[src/rtl/periphPkg.sv]
`default_nettype none

package periphPkg;

    // ----------------------------------------------------------------------
    // bus widths
    // ----------------------------------------------------------------------
    typedef logic [11:0] wbAddrT;
    typedef logic [31:0] wbDataT;
    typedef logic [3:0]  wbSelT;

    // word offset inside a 16-byte device window
    typedef logic [1:0]  regOffT;

    typedef enum logic [1:0] {
        DEV_TIMER,
        DEV_SPI,
        DEV_SYS,
        DEV_NONE
    } devSelT;

    // ----------------------------------------------------------------------
    // address map
    // ----------------------------------------------------------------------
    localparam wbAddrT TIMER_BASE = 12'h000;
    localparam wbAddrT SPI_BASE   = 12'h100;
    localparam wbAddrT SYS_BASE   = 12'h200;

    // timer registers
    localparam regOffT MTIME_LO_OFF    = 2'd0;
    localparam regOffT MTIME_HI_OFF    = 2'd1;
    localparam regOffT MTIMECMP_LO_OFF = 2'd2;
    localparam regOffT MTIMECMP_HI_OFF = 2'd3;

    // spi registers
    localparam regOffT SPI_DATA_OFF   = 2'd0;
    localparam regOffT SPI_STATUS_OFF = 2'd1;

    // system controller, low byte of a write is the command
    localparam regOffT     SYS_CTRL_OFF = 2'd0;
    localparam logic [7:0] CMD_REBOOT   = 8'h77;
    localparam logic [7:0] CMD_POWEROFF = 8'h55;

endpackage

`default_nettype wire

[src/rtl/wbBusSlave.sv]
`timescale 1ns/100ps
`default_nettype none

module wbBusSlave (
    input  wire                    clk,
    input  wire                    rst,
    input  wire                    cyc_i,
    input  wire                    stb_i,
    input  wire                    we_i,
    input  wire periphPkg::wbAddrT adr_i,
    input  wire periphPkg::wbDataT dat_i,
    input  wire periphPkg::wbSelT  sel_i,
    output periphPkg::wbDataT      dat_o,
    output logic                   ack_o,
    input  wire                    spiBusy_i,
    input  wire periphPkg::wbDataT timerRdData_i,
    input  wire periphPkg::wbDataT spiRdData_i,
    input  wire periphPkg::wbDataT sysRdData_i,
    output periphPkg::regOffT      off_o,
    output periphPkg::wbDataT      wrData_o,
    output periphPkg::wbSelT       wrSel_o,
    output logic                   timerRdEn_o,
    output logic                   timerWrEn_o,
    output logic                   spiRdEn_o,
    output logic                   spiWrEn_o,
    output logic                   sysWrEn_o
);
    import periphPkg::*;

    typedef enum logic [1:0] {
        IDLE,
        WAIT_SPI,
        RESPOND
    } stateT;

    stateT  state;
    stateT  stateNext;
    devSelT dev;
    wbDataT rdMux;
    logic   spiDataWr;

    // window decode on the upper address bits
    always_comb begin
        if (adr_i[11:4] == TIMER_BASE[11:4]) begin
            dev = DEV_TIMER;
        end else if (adr_i[11:4] == SPI_BASE[11:4]) begin
            dev = DEV_SPI;
        end else if (adr_i[11:4] == SYS_BASE[11:4]) begin
            dev = DEV_SYS;
        end else begin
            dev = DEV_NONE;
        end
    end

    assign off_o     = adr_i[3:2];
    assign wrData_o  = dat_i;
    assign wrSel_o   = sel_i;
    assign spiDataWr = we_i && (dev == DEV_SPI) && (off_o == SPI_DATA_OFF);

    always_comb begin
        case (dev)
            DEV_TIMER: rdMux = timerRdData_i;
            DEV_SPI:   rdMux = spiRdData_i;
            DEV_SYS:   rdMux = sysRdData_i;
            default:   rdMux = '0;
        endcase
    end

    // ----------------------------------------------------------------------
    // access FSM
    // ----------------------------------------------------------------------
    always_comb begin
        stateNext = state;
        case (state)
            IDLE: begin
                if (cyc_i && stb_i) begin
                    // a new spi transfer must wait for the current one
                    stateNext = (spiDataWr && spiBusy_i) ? WAIT_SPI : RESPOND;
                end
            end
            WAIT_SPI: begin
                if (!(cyc_i && stb_i)) begin
                    stateNext = IDLE;
                end else if (!spiBusy_i) begin
                    stateNext = RESPOND;
                end
            end
            default: stateNext = IDLE;
        endcase
    end

    always_ff @(posedge clk) begin
        if (rst) begin
            state <= IDLE;
        end else begin
            state <= stateNext;
        end
    end

    // sample read data before the strobe can change device state
    always_ff @(posedge clk) begin
        if (stateNext == RESPOND) begin
            dat_o <= rdMux;
        end
    end

    assign ack_o       = (state == RESPOND);
    assign timerRdEn_o = ack_o && (dev == DEV_TIMER) && !we_i;
    assign timerWrEn_o = ack_o && (dev == DEV_TIMER) && we_i;
    assign spiRdEn_o   = ack_o && (dev == DEV_SPI) && !we_i;
    assign spiWrEn_o   = ack_o && (dev == DEV_SPI) && we_i;
    assign sysWrEn_o   = ack_o && (dev == DEV_SYS) && we_i;

endmodule

`default_nettype wire

[src/rtl/mtimer.sv]
`timescale 1ns/100ps
`default_nettype none

module mtimer #(
    parameter int TICK_DIV = 100
) (
    input  wire                    clk,
    input  wire                    rst,
    input  wire                    wrEn_i,
    input  wire periphPkg::regOffT off_i,
    input  wire periphPkg::wbDataT wrData_i,
    input  wire periphPkg::wbSelT  wrSel_i,
    output periphPkg::wbDataT      rdData_o,
    output logic [63:0]            mtime_o,
    output logic                   timerIrq_o
);
    import periphPkg::*;

    localparam int DIV_W = (TICK_DIV > 1) ? $clog2(TICK_DIV) : 1;

    logic [DIV_W-1:0] divCnt;
    logic             tick;
    logic [63:0]      mtime;
    logic [63:0]      mtimecmp;
    logic [63:0]      mtimeNext;
    logic [63:0]      mtimecmpNext;

    // replace only the bytes enabled in sel
    function automatic wbDataT mergeBytes(wbDataT old, wbDataT data, wbSelT sel);
        wbDataT res;
        res = old;
        for (int i = 0; i < 4; i++) begin
            if (sel[i]) begin
                res[8*i +: 8] = data[8*i +: 8];
            end
        end
        return res;
    endfunction

    // ----------------------------------------------------------------------
    // tick divider
    // ----------------------------------------------------------------------
    assign tick = (divCnt == '0);

    always_ff @(posedge clk) begin
        if (rst) begin
            divCnt <= DIV_W'(TICK_DIV - 1);
        end else if (tick) begin
            divCnt <= DIV_W'(TICK_DIV - 1);
        end else begin
            divCnt <= divCnt - 1'b1;
        end
    end

    // written bytes override the advanced count
    always_comb begin
        mtimeNext    = tick ? mtime + 64'd1 : mtime;
        mtimecmpNext = mtimecmp;
        if (wrEn_i) begin
            case (off_i)
                MTIME_LO_OFF:
                    mtimeNext[31:0] = mergeBytes(mtimeNext[31:0], wrData_i, wrSel_i);
                MTIME_HI_OFF:
                    mtimeNext[63:32] = mergeBytes(mtimeNext[63:32], wrData_i, wrSel_i);
                MTIMECMP_LO_OFF:
                    mtimecmpNext[31:0] = mergeBytes(mtimecmp[31:0], wrData_i, wrSel_i);
                default:
                    mtimecmpNext[63:32] = mergeBytes(mtimecmp[63:32], wrData_i, wrSel_i);
            endcase
        end
    end

    always_ff @(posedge clk) begin
        if (rst) begin
            mtime    <= '0;
            mtimecmp <= '0;
        end else begin
            mtime    <= mtimeNext;
            mtimecmp <= mtimecmpNext;
        end
    end

    always_comb begin
        case (off_i)
            MTIME_LO_OFF:    rdData_o = mtime[31:0];
            MTIME_HI_OFF:    rdData_o = mtime[63:32];
            MTIMECMP_LO_OFF: rdData_o = mtimecmp[31:0];
            default:         rdData_o = mtimecmp[63:32];
        endcase
    end

    assign mtime_o    = mtime;
    assign timerIrq_o = (mtime >= mtimecmp);

endmodule

`default_nettype wire

[src/rtl/spiMaster.sv]
`timescale 1ns/100ps
`default_nettype none

module spiMaster (
    input  wire                    clk,
    input  wire                    rst,
    input  wire                    rdEn_i,
    input  wire                    wrEn_i,
    input  wire periphPkg::regOffT off_i,
    input  wire periphPkg::wbDataT wrData_i,
    input  wire periphPkg::wbSelT  wrSel_i,
    output periphPkg::wbDataT      rdData_o,
    output logic                   busy_o,
    output logic                   spiCs_o,
    output logic                   spiSck_o,
    output logic                   spiMosi_o,
    input  wire                    spiMiso_i
);
    import periphPkg::*;

    typedef enum logic [1:0] {
        IDLE,
        SHIFT_LO,
        SHIFT_HI,
        FINISH
    } stateT;

    stateT      state;
    logic [5:0] bitCnt;
    logic [5:0] loadLen;
    wbDataT     loadData;
    wbDataT     shiftReg;
    wbDataT     rxData;
    logic       rxValid;
    logic       start;
    logic       rxRead;

    assign start  = wrEn_i && (off_i == SPI_DATA_OFF) && (state == IDLE);
    assign rxRead = rdEn_i && (off_i == SPI_DATA_OFF);
    assign busy_o = (state != IDLE);

    // byte select picks the transfer length, payload goes MSB aligned
    // so the zeros below it end up above the received bits
    always_comb begin
        case (wrSel_i)
            4'b0001: begin
                loadLen  = 6'd8;
                loadData = {wrData_i[7:0], 24'b0};
            end
            4'b0011: begin
                loadLen  = 6'd16;
                loadData = {wrData_i[15:0], 16'b0};
            end
            default: begin
                loadLen  = 6'd32;
                loadData = wrData_i;
            end
        endcase
    end

    // ----------------------------------------------------------------------
    // transfer FSM, two clocks per bit
    // ----------------------------------------------------------------------
    always_ff @(posedge clk) begin
        if (rst) begin
            state     <= IDLE;
            bitCnt    <= '0;
            spiCs_o   <= 1'b1;
            spiSck_o  <= 1'b0;
            spiMosi_o <= 1'b0;
            rxValid   <= 1'b0;
        end else begin
            if (rxRead) begin
                rxValid <= 1'b0;
            end
            case (state)
                IDLE: begin
                    if (start) begin
                        state     <= SHIFT_LO;
                        bitCnt    <= loadLen;
                        spiCs_o   <= 1'b0;
                        spiMosi_o <= loadData[31];
                    end
                end
                SHIFT_LO: begin
                    spiSck_o <= 1'b1;
                    state    <= SHIFT_HI;
                end
                SHIFT_HI: begin
                    // falling edge, present the next bit
                    spiSck_o  <= 1'b0;
                    spiMosi_o <= shiftReg[31];
                    bitCnt    <= bitCnt - 1'b1;
                    state     <= (bitCnt == 6'd1) ? FINISH : SHIFT_LO;
                end
                default: begin
                    spiCs_o <= 1'b1;
                    rxValid <= 1'b1;
                    state   <= IDLE;
                end
            endcase
        end
    end

    // miso is taken on the rising sck edge
    always_ff @(posedge clk) begin
        if (start) begin
            shiftReg <= loadData;
        end else if (state == SHIFT_LO) begin
            shiftReg <= {shiftReg[30:0], spiMiso_i};
        end
        if (state == FINISH) begin
            rxData <= shiftReg;
        end
    end

    always_comb begin
        case (off_i)
            SPI_DATA_OFF:   rdData_o = rxData;
            SPI_STATUS_OFF: rdData_o = {30'b0, rxValid, busy_o};
            default:        rdData_o = '0;
        endcase
    end

endmodule

`default_nettype wire

[src/rtl/sysCtrl.sv]
`timescale 1ns/100ps
`default_nettype none

module sysCtrl (
    input  wire                    clk,
    input  wire                    rst,
    input  wire                    wrEn_i,
    input  wire periphPkg::regOffT off_i,
    input  wire periphPkg::wbDataT wrData_i,
    input  wire periphPkg::wbSelT  wrSel_i,
    output logic                   reboot_o,
    output logic                   powerOff_o
);
    import periphPkg::*;

    logic cmdWr;

    // only the low byte carries a command
    assign cmdWr = wrEn_i && (off_i == SYS_CTRL_OFF) && wrSel_i[0];

    // pulses last one cycle, cleared again unless a new command arrives
    always_ff @(posedge clk) begin
        if (rst) begin
            reboot_o   <= 1'b0;
            powerOff_o <= 1'b0;
        end else begin
            reboot_o   <= cmdWr && (wrData_i[7:0] == CMD_REBOOT);
            powerOff_o <= cmdWr && (wrData_i[7:0] == CMD_POWEROFF);
        end
    end

endmodule

`default_nettype wire

[src/rtl/periphTop.sv]
`timescale 1ns/100ps
`default_nettype none

module periphTop #(
    parameter int TICK_DIV = 100
) (
    input  wire                    clk,
    input  wire                    rst,
    input  wire                    cyc_i,
    input  wire                    stb_i,
    input  wire                    we_i,
    input  wire periphPkg::wbAddrT adr_i,
    input  wire periphPkg::wbDataT dat_i,
    input  wire periphPkg::wbSelT  sel_i,
    output wire periphPkg::wbDataT dat_o,
    output wire                    ack_o,
    output wire                    spiCs_o,
    output wire                    spiSck_o,
    output wire                    spiMosi_o,
    input  wire                    spiMiso_i,
    output wire                    timerIrq_o,
    output wire [63:0]             mtime_o,
    output wire                    reboot_o,
    output wire                    powerOff_o
);
    import periphPkg::*;

    // shared device side of the bus
    regOffT off;
    wbDataT wrData;
    wbSelT  wrSel;
    wbDataT timerRdData;
    wbDataT spiRdData;
    logic   timerWrEn;
    logic   spiRdEn;
    logic   spiWrEn;
    logic   sysWrEn;
    logic   spiBusy;

    wbBusSlave i_wbBusSlave (
        .clk           (clk),
        .rst           (rst),
        .cyc_i         (cyc_i),
        .stb_i         (stb_i),
        .we_i          (we_i),
        .adr_i         (adr_i),
        .dat_i         (dat_i),
        .sel_i         (sel_i),
        .dat_o         (dat_o),
        .ack_o         (ack_o),
        .spiBusy_i     (spiBusy),
        .timerRdData_i (timerRdData),
        .spiRdData_i   (spiRdData),
        .sysRdData_i   ('0),
        .off_o         (off),
        .wrData_o      (wrData),
        .wrSel_o       (wrSel),
        .timerRdEn_o   (),
        .timerWrEn_o   (timerWrEn),
        .spiRdEn_o     (spiRdEn),
        .spiWrEn_o     (spiWrEn),
        .sysWrEn_o     (sysWrEn)
    );

    mtimer #(
        .TICK_DIV (TICK_DIV)
    ) i_mtimer (
        .clk        (clk),
        .rst        (rst),
        .wrEn_i     (timerWrEn),
        .off_i      (off),
        .wrData_i   (wrData),
        .wrSel_i    (wrSel),
        .rdData_o   (timerRdData),
        .mtime_o    (mtime_o),
        .timerIrq_o (timerIrq_o)
    );

    spiMaster i_spiMaster (
        .clk       (clk),
        .rst       (rst),
        .rdEn_i    (spiRdEn),
        .wrEn_i    (spiWrEn),
        .off_i     (off),
        .wrData_i  (wrData),
        .wrSel_i   (wrSel),
        .rdData_o  (spiRdData),
        .busy_o    (spiBusy),
        .spiCs_o   (spiCs_o),
        .spiSck_o  (spiSck_o),
        .spiMosi_o (spiMosi_o),
        .spiMiso_i (spiMiso_i)
    );

    sysCtrl i_sysCtrl (
        .clk        (clk),
        .rst        (rst),
        .wrEn_i     (sysWrEn),
        .off_i      (off),
        .wrData_i   (wrData),
        .wrSel_i    (wrSel),
        .reboot_o   (reboot_o),
        .powerOff_o (powerOff_o)
    );

endmodule

`default_nettype wire

[config.mk]
export PLATFORM = sky130hd
export DESIGN_NAME = periphTop
export DESIGN_NICKNAME = d
export VERILOG_FILES = /design/src/rtl/periphPkg.sv /design/src/rtl/wbBusSlave.sv /design/src/rtl/mtimer.sv /design/src/rtl/spiMaster.sv /design/src/rtl/sysCtrl.sv /design/src/rtl/periphTop.sv
export SDC_FILE = /design/constraint.sdc
export NUM_CORES = 1
export LEC_CHECK = 0
export BUFFER_PORTS_ARGS = -buffer_cell sky130_fd_sc_hd__clkbuf_2
export CORE_MARGIN = 2
export CORE_UTILIZATION = 53
export DETAILED_ROUTE_END_ITERATION = 8
export PLACE_DENSITY = 0.74
export RECOVER_POWER = 25
export REMOVE_ABC_BUFFERS = 1
export SYNTH_ARGS = -nofsm -noshare
export SYNTH_HDL_FRONTEND = slang
export SYNTH_SLANG_ARGS = --single-unit
[constraint.sdc]
create_clock -name clk -period 3.1 [get_ports clk]
set_input_delay 0.31 -clock clk [delete_from_list [all_inputs] [get_ports clk]]
set_output_delay 0.31 -clock clk [all_outputs]
set_load 0.02 [all_outputs]
# == Yosys cells after proc, flatten, opt, wreduce, memory -nomap -nowiden ==
# Cells that the tools add are included.
# classes
mul,0
n_bitwise,2
muxes,39
magnitude_cmp,1
n_shift,0
eq_ne,19
n_div,0
n_reduce_logical,43
n_addsub,3
# ops
op,count
32-bit case mux with 2 select lines,3
32-bit 2-to-1 mux,4
64-bit 2-to-1 mux,2
32-bit case mux with 3 select lines,1
64-bit by 1-bit adder with 64-bit output (second input constant),1
64-bit greater-or-equal comparator,1
8-bit 2-to-1 mux,8
6-bit case mux with 2 select lines,2
3-bit AND reduction,8
1-bit logical AND,18
8-bit by 7-bit equality test with 1-bit output (second input constant),2
2-bit 2-to-1 mux,8
2-bit equality test (second input constant),6
2-bit by 1-bit equality test with 1-bit output (second input constant),4
8-bit by 5-bit equality test with 1-bit output (second input constant),1
8-bit by 6-bit equality test with 1-bit output (second input constant),1
2-bit logical NOT,4
8-bit logical NOT,1
2-bit nonzero test,4
7-bit logical NOT,1
7-bit by 1-bit subtractor with 7-bit output (second input constant),1
6-bit by 1-bit equality test with 1-bit output (second input constant),1
6-bit 2-to-1 mux,1
1-bit case mux with 2 select lines,3
other kinds (12),21
# word_totals
register_bits,247
mem_count,0
latchBits,0
ramBits,0
wordCells,129
output_inout_bits,103
mem_bits_ro,0

# == Depth between registers and ports, before layout ==
# depth
ltp_word,12
ltp_mapped,10

# == Cells and area by module ==
# A second synthesis with hierarchy kept.
# hier_totals
cells_unflattened,1611
area_unflattened_um2,14695.3
# modules_own_cells
module,cells_each,seq_area_each_um2,instances,area_per_inst_um2
mtimer,1047,2702.6,1,8552.0
spiMaster,319,2162.1,1,3522.1
wbBusSlave,235,1001.0,1,2512.4
sysCtrl,9,40.0,1,105.1
periphTop,1,0.0,1,3.8

# == Worst setup path after synthesis ==
# OpenSTA, ideal clock, no wires.
# synth_path
kind,input -> register
startpoint,in adr_i[2]
endpoint,reg i_wbBusSlave.dat_o[0] (enable)
required_time_ns,2.679
path_slack_ns,0.082
n_path_buf,2
arrival_ns,2.597
setup_ns,0.421
cell_stages,7
path_cell_list,clkbuf_1 nor2_1 and3_1 clkbuf_1 nand2_1 a21oi_1 nor2_1
# synth_between
elab_chain_len,7
# synth_rtl
element,line,source
"start, declared",periphTop.sv:12,"input wire periphPkg::wbAddrT adr_i,"
2-bit logical NOT,wbBusSlave.sv:58,assign spiDataWr = we_i && (dev == DEV_SPI) && (off_o == SPI_DATA_OFF);
1-bit logical AND,wbBusSlave.sv:58,
1-bit logical AND,wbBusSlave.sv:78,stateNext = (spiDataWr && spiBusy_i) ? WAIT_SPI : RESPOND;
2-bit 2-to-1 mux,wbBusSlave.sv:78,
2-bit 2-to-1 mux,wbBusSlave.sv:76,if (cyc_i && stb_i) begin
2-bit case mux with 2 select lines,wbBusSlave.sv:74,case (state)
2-bit equality test,wbBusSlave.sv:102,if (stateNext == RESPOND) begin
"end signal, assigned",wbBusSlave.sv:103,dat_o <= rdMux;
"end, declared",wbBusSlave.sv:13,"output periphPkg::wbDataT dat_o,"
# No other way between the ends.
# A chain may end at the register's enable or synchronous reset.

# == Worst setup path in the final report ==
# layout_path
startpoint,"reg i_mtimer.mtime[0], in the netlist i_mtimer.mtime_o[0]"
endpoint,out timerIrq_o
# layout_between
elab_chain_len,1
# layout_rtl
element,line,source
"start, declared",mtimer.sv:23,logic [63:0] mtime;
"start signal, assigned",mtimer.sv:78,mtime <= mtimeNext;
64-bit greater-or-equal comparator,mtimer.sv:93,assign timerIrq_o = (mtime >= mtimecmp);
"end, declared",periphTop.sv:21,"output wire timerIrq_o,"
# No other way between the ends.

==> results.py <==
metrics = {
    "power_and_ir_drop": {
        "vdd_drop_max_mv": 0.375,
        "clock_power_share": 0.469,
        "power_frac_comb": 0.045,
        "sw_frac_of_total": 0.220,
        "power.switching_mw": 1.53,
        "p_leak_nw": 5.70,
        "power_density_nw_per_um2": 449,
        "p_int_mw": 5.43,
        "power_mw": 6.96,
        "pwr-share-seq": 0.486,
    },
    "worst_setup_path": {
        "cp_slowest_cell": "a2111oi_4",
        "path_class": "reg2out",
        "startpoint_type": "flop",
        "r2r_slack_ns": 0.39,
        "r2r_end": "i_mtimer.mtime_o[55]$_SDFF_PP0_",
        "worstSetupPathDepth": 9,
        "critical-path-top-delay-family": "compound AO/OA/AOI/OAI gates",
        "crit_end": "timerIrq_o",
        "worstPathMaxFanout": 2,
        "cp_slowest_stage_delay_ns": 0.44,
        "r2r_cells": 7,
        "worstPathCellList": "inv_2, ha_4, nand2b_4, a2111oi_4, o311ai_1, o311a_1, nor4_2, o21ai_2, buf_6",
        "worst_setup_path_end_kind": "output port",
        "crit_path_start": "i_mtimer.mtime_o[0]$_SDFF_PP0_",
        "rr_startpoint": "i_mtimer.divCnt[5]$_SDFF_PP1_",
        "crit_arrival_ns": 2.76,
        "cp_num_buf_inv": 2,
        "worstPathRequired_ns": 2.79,
    },
    "clock_network": {
        "tritoncts": "yes",
        "clk_pin_slew_ns": 0.06,
        "clk_latency_ns": 0.54,
        "cts_root_buf": "clkbuf_16",
        "postCtsHoldBufs": 0,
        "clockBufferDepth": 3,
        "cts_sinks": 247,
        "ctsHtreeMaxLevel": 1,
        "cts_buffers": 27,
    },
    "timing": {
        "skew_ns": 0.0124,
        "whs_ns": 0.0771,
        "setup_tns_ns": 0,
        "tightest_slew_ns": 2.18,
        "fmax_ghz": 0.325,
        "report.final.setup_viol": 0,
        "max_slew_margin": -0.453,
        "hold_violations": 0,
        "fin_crit_ns": 3.07,
        "drv_slew": 33,
        "rsz0062_at_grt": "true",
        "post-route-period-util": 0.991,
    },
    "synthesis": {
        "synth_most_common_cell": "nand2_1",
        "ys_seq_area_frac": 0.446,
        "synth_cells": 1398,
        "synth.area.top_cells": "dfxtp_1, edfxtp_1, ha_1, mux4_2, nand2_1",
        "synth_top_family_by_area": "simple AND/OR/NAND/NOR gates",
        "synth_cell_type_count": 60,
        "synthAdderAreaFrac": 0.0700,
        "synth_xor_area_frac": 0.0430,
        "synth_area_um2": 13200,
        "synth-main-ff-cell": "dfxtp_1",
        "synth-compound-area-share": 0.138,
        "syn_area_per_cell_um2": 9.47,
        "synth_top_area_share": 0.228,
        "synth-edff-count": 96,
        "yosys-mux-area-fraction": 0.0629,
        "synthArstFlopShare": 0,
        "ys_ff_latch": 247,
        "synthTopCellsByCount": "nand2_1, dfxtp_1, a21oi_1",
        "synth_top_area_cell": "dfxtp_1",
        "synth_simple_gate_area_frac": 0.191,
        "ys_warn_count": 0,
    },
    "global_routing": {
        "grt_max_degree": 73,
        "grt_pass1_wl_um": 60500,
        "grt_pass1_vias": 10900,
        "overflow": 0,
        "grt_use_total": 0.294,
        "antenna_found_initial": 0,
    },
    "drt": {
        "via_per_inst": 6.04,
        "wl_um": 38800,
        "drtIter0Drc": 1129,
        "vias": 11400,
        "drc": 0,
        "drtAntennaViolNets": 0,
        "drtPass1Iterations": 5,
        "wl_per_cell_um": 20.5,
    },
    "die": {
        "rows": 57,
        "io_pins": 157,
        "die_area_um2": 26300,
        "core_area_um2": 24400,
        "die_h_um": 162,
        "start_util": 0.543,
        "fp.dieW_um": 162,
    },
    "finish": {
        "drive_above_1_share": 0.178,
        "diodes": 0,
        "layout.cells.non_filler": 1893,
        "nFillCells": 2070,
        "syn2layout_area_growth_pct": 17.1,
        "nNetsFinal": 1678,
    },
    "placed_design": {
        "port_buffers": 154,
        "dpl.cell_count": 1843,
        "dp_hpwl_um": 27100,
        "finalWeightedCongestion": 0.879,
    },
    "status": {
        "violations": "capacitance limit, slew limit",
        "status": "complete, but fails checks",
    },
    "worst_hold_path": {
        "hold_class": "in2reg",
    },
    "job": {
        "cap_violations": 1,
    },
}
[worst min path at each step]
stage | from | to | slack (ns) | cells past startpoint
after floorplan | rst | i_mtimer.mtimecmp[0]$_SDFFE_PP0P_ | 0.38 | 1
after global placement | i_mtimer.divCnt[0]$_SDFF_PP1_ | i_mtimer.divCnt[0]$_SDFF_PP1_ | 0.40 | 1
after detailed placement | i_mtimer.divCnt[0]$_SDFF_PP1_ | i_mtimer.divCnt[0]$_SDFF_PP1_ | 0.41 | 1
after CTS | spiMiso_i | i_spiMaster.shiftReg[0]$_DFFE_PP_ | 0.07 | 3
after global routing | spiMiso_i | i_spiMaster.shiftReg[0]$_DFFE_PP_ | 0.09 | 3
final | spiMiso_i | i_spiMaster.shiftReg[0]$_DFFE_PP_ | 0.08 | 3
[metal layers]
metal	vias up	wire, um	global-route usage
met5	-	0	0
met2	552	18100	0.479
met4	0	1340	0.102
li1	5362	-	-
met1	5434	15800	0.400
met3	95	3550	0.0501
[cells in the final DEF (no fill, tap or decap), types with 5 or more instances in the layout]
master and instances:
and3_1 19, nor2_1 94, xnor2_1 50, o21a_1 5, nor3_1 31, mux4_2 32
clkinv_2 6, o2bb2ai_1 7, a21o_1 16, buf_4 45, nand2_1 176, ha_1 70
clkbuf_16 27, xor2_1 15, nor3_2 13, dfxtp_2 13, nor4_1 10, clkbuf_2 106
dfxtp_1 138, nand3_1 87, clkbuf_1 52, o21ai_0 51, inv_1 86, a21oi_1 98
nand4_1 36, edfxtp_1 96, a22o_1 31, nor2b_1 6, mux2i_1 10, a211oi_1 61
[cell families (layout without fill, tap and decap cells)]
logic type	after synthesis	after routing
flops	247	247
mux	43	43
compound gates	286	286
xor+xnor	65	65
fa+ha+maj	74	74
buf+inv	168	339
simple gates	515	515
[stage by stage]
step / area [um2] / utilization / worst slack, ns
after floorplan: 12900 / - / 0.116
after global placement: 14500 / 0.595 / -0.123
after detailed placement: 14500 / 0.595 / -0.113
after CTS: 15500 / 0.635 / 0.0000568
after global routing: 15500 / 0.635 / -0.0775
final: 15500 / 0.635 / 0.0277
[flip-flops by register name, summed over array words and instances (netlist names)]
name,count
i_mtimer.mtime_o,64
i_mtimer.mtimecmp,64
i_spiMaster.rxData,32
i_spiMaster.shiftReg,32
i_wbBusSlave.dat_o,32
i_mtimer.divCnt,7
i_spiMaster.bitCnt,6
i_spiMaster.state,2
i_wbBusSlave.state,2
i_spiMaster.rxValid,1
i_spiMaster.spiCs_o,1
i_spiMaster.spiMosi_o,1
i_spiMaster.spiSck_o,1
i_sysCtrl.powerOff_o,1
i_sysCtrl.reboot_o,1
[tightest hold or removal path: cells and delay by family]
kind                   cells  cell delay [ns]
buffers and inverters      1             0.08
AOI/OAI and AO/OA          1             0.06
and+or+nand+nor            1             0.04
[what timing repair did]
item	in CTS	in global routing
resized for setup	14	19
pin swaps	8	9
endpoints found under the setup margin	1	1
setup buffers	3	0
[power by group through the flow]
stage / Combinational (mW) / Clock [mW] / Sequential (mW)
floorplan: 0.0811 / 0 / 3.47
finish: 0.310 / 3.27 / 3.38
global route: 0.330 / 3.43 / 3.38
global placement: 0.302 / 0 / 3.45
detailed placement: 0.306 / 0 / 3.45
CTS: 0.308 / 3.31 / 3.38
[final cells by class]
| cell class | instances | area, um2 | share of cell area |
|---|---|---|---|
| Timing Repair Buffer | 203 | 1140 | 0.0733 |
| Tap cell | 324 | 405 | 0.0262 |
| Multi-Input combinational cell | 983 | 6810 | 0.440 |
| Clock inverter | 14 | 169 | 0.0109 |
| Sequential cell | 247 | 5920 | 0.382 |
| Inverter | 88 | 330 | 0.0213 |
| Clock buffer | 34 | 722 | 0.0466 |
Note: power is estimated with default switching activity, not from simulation.
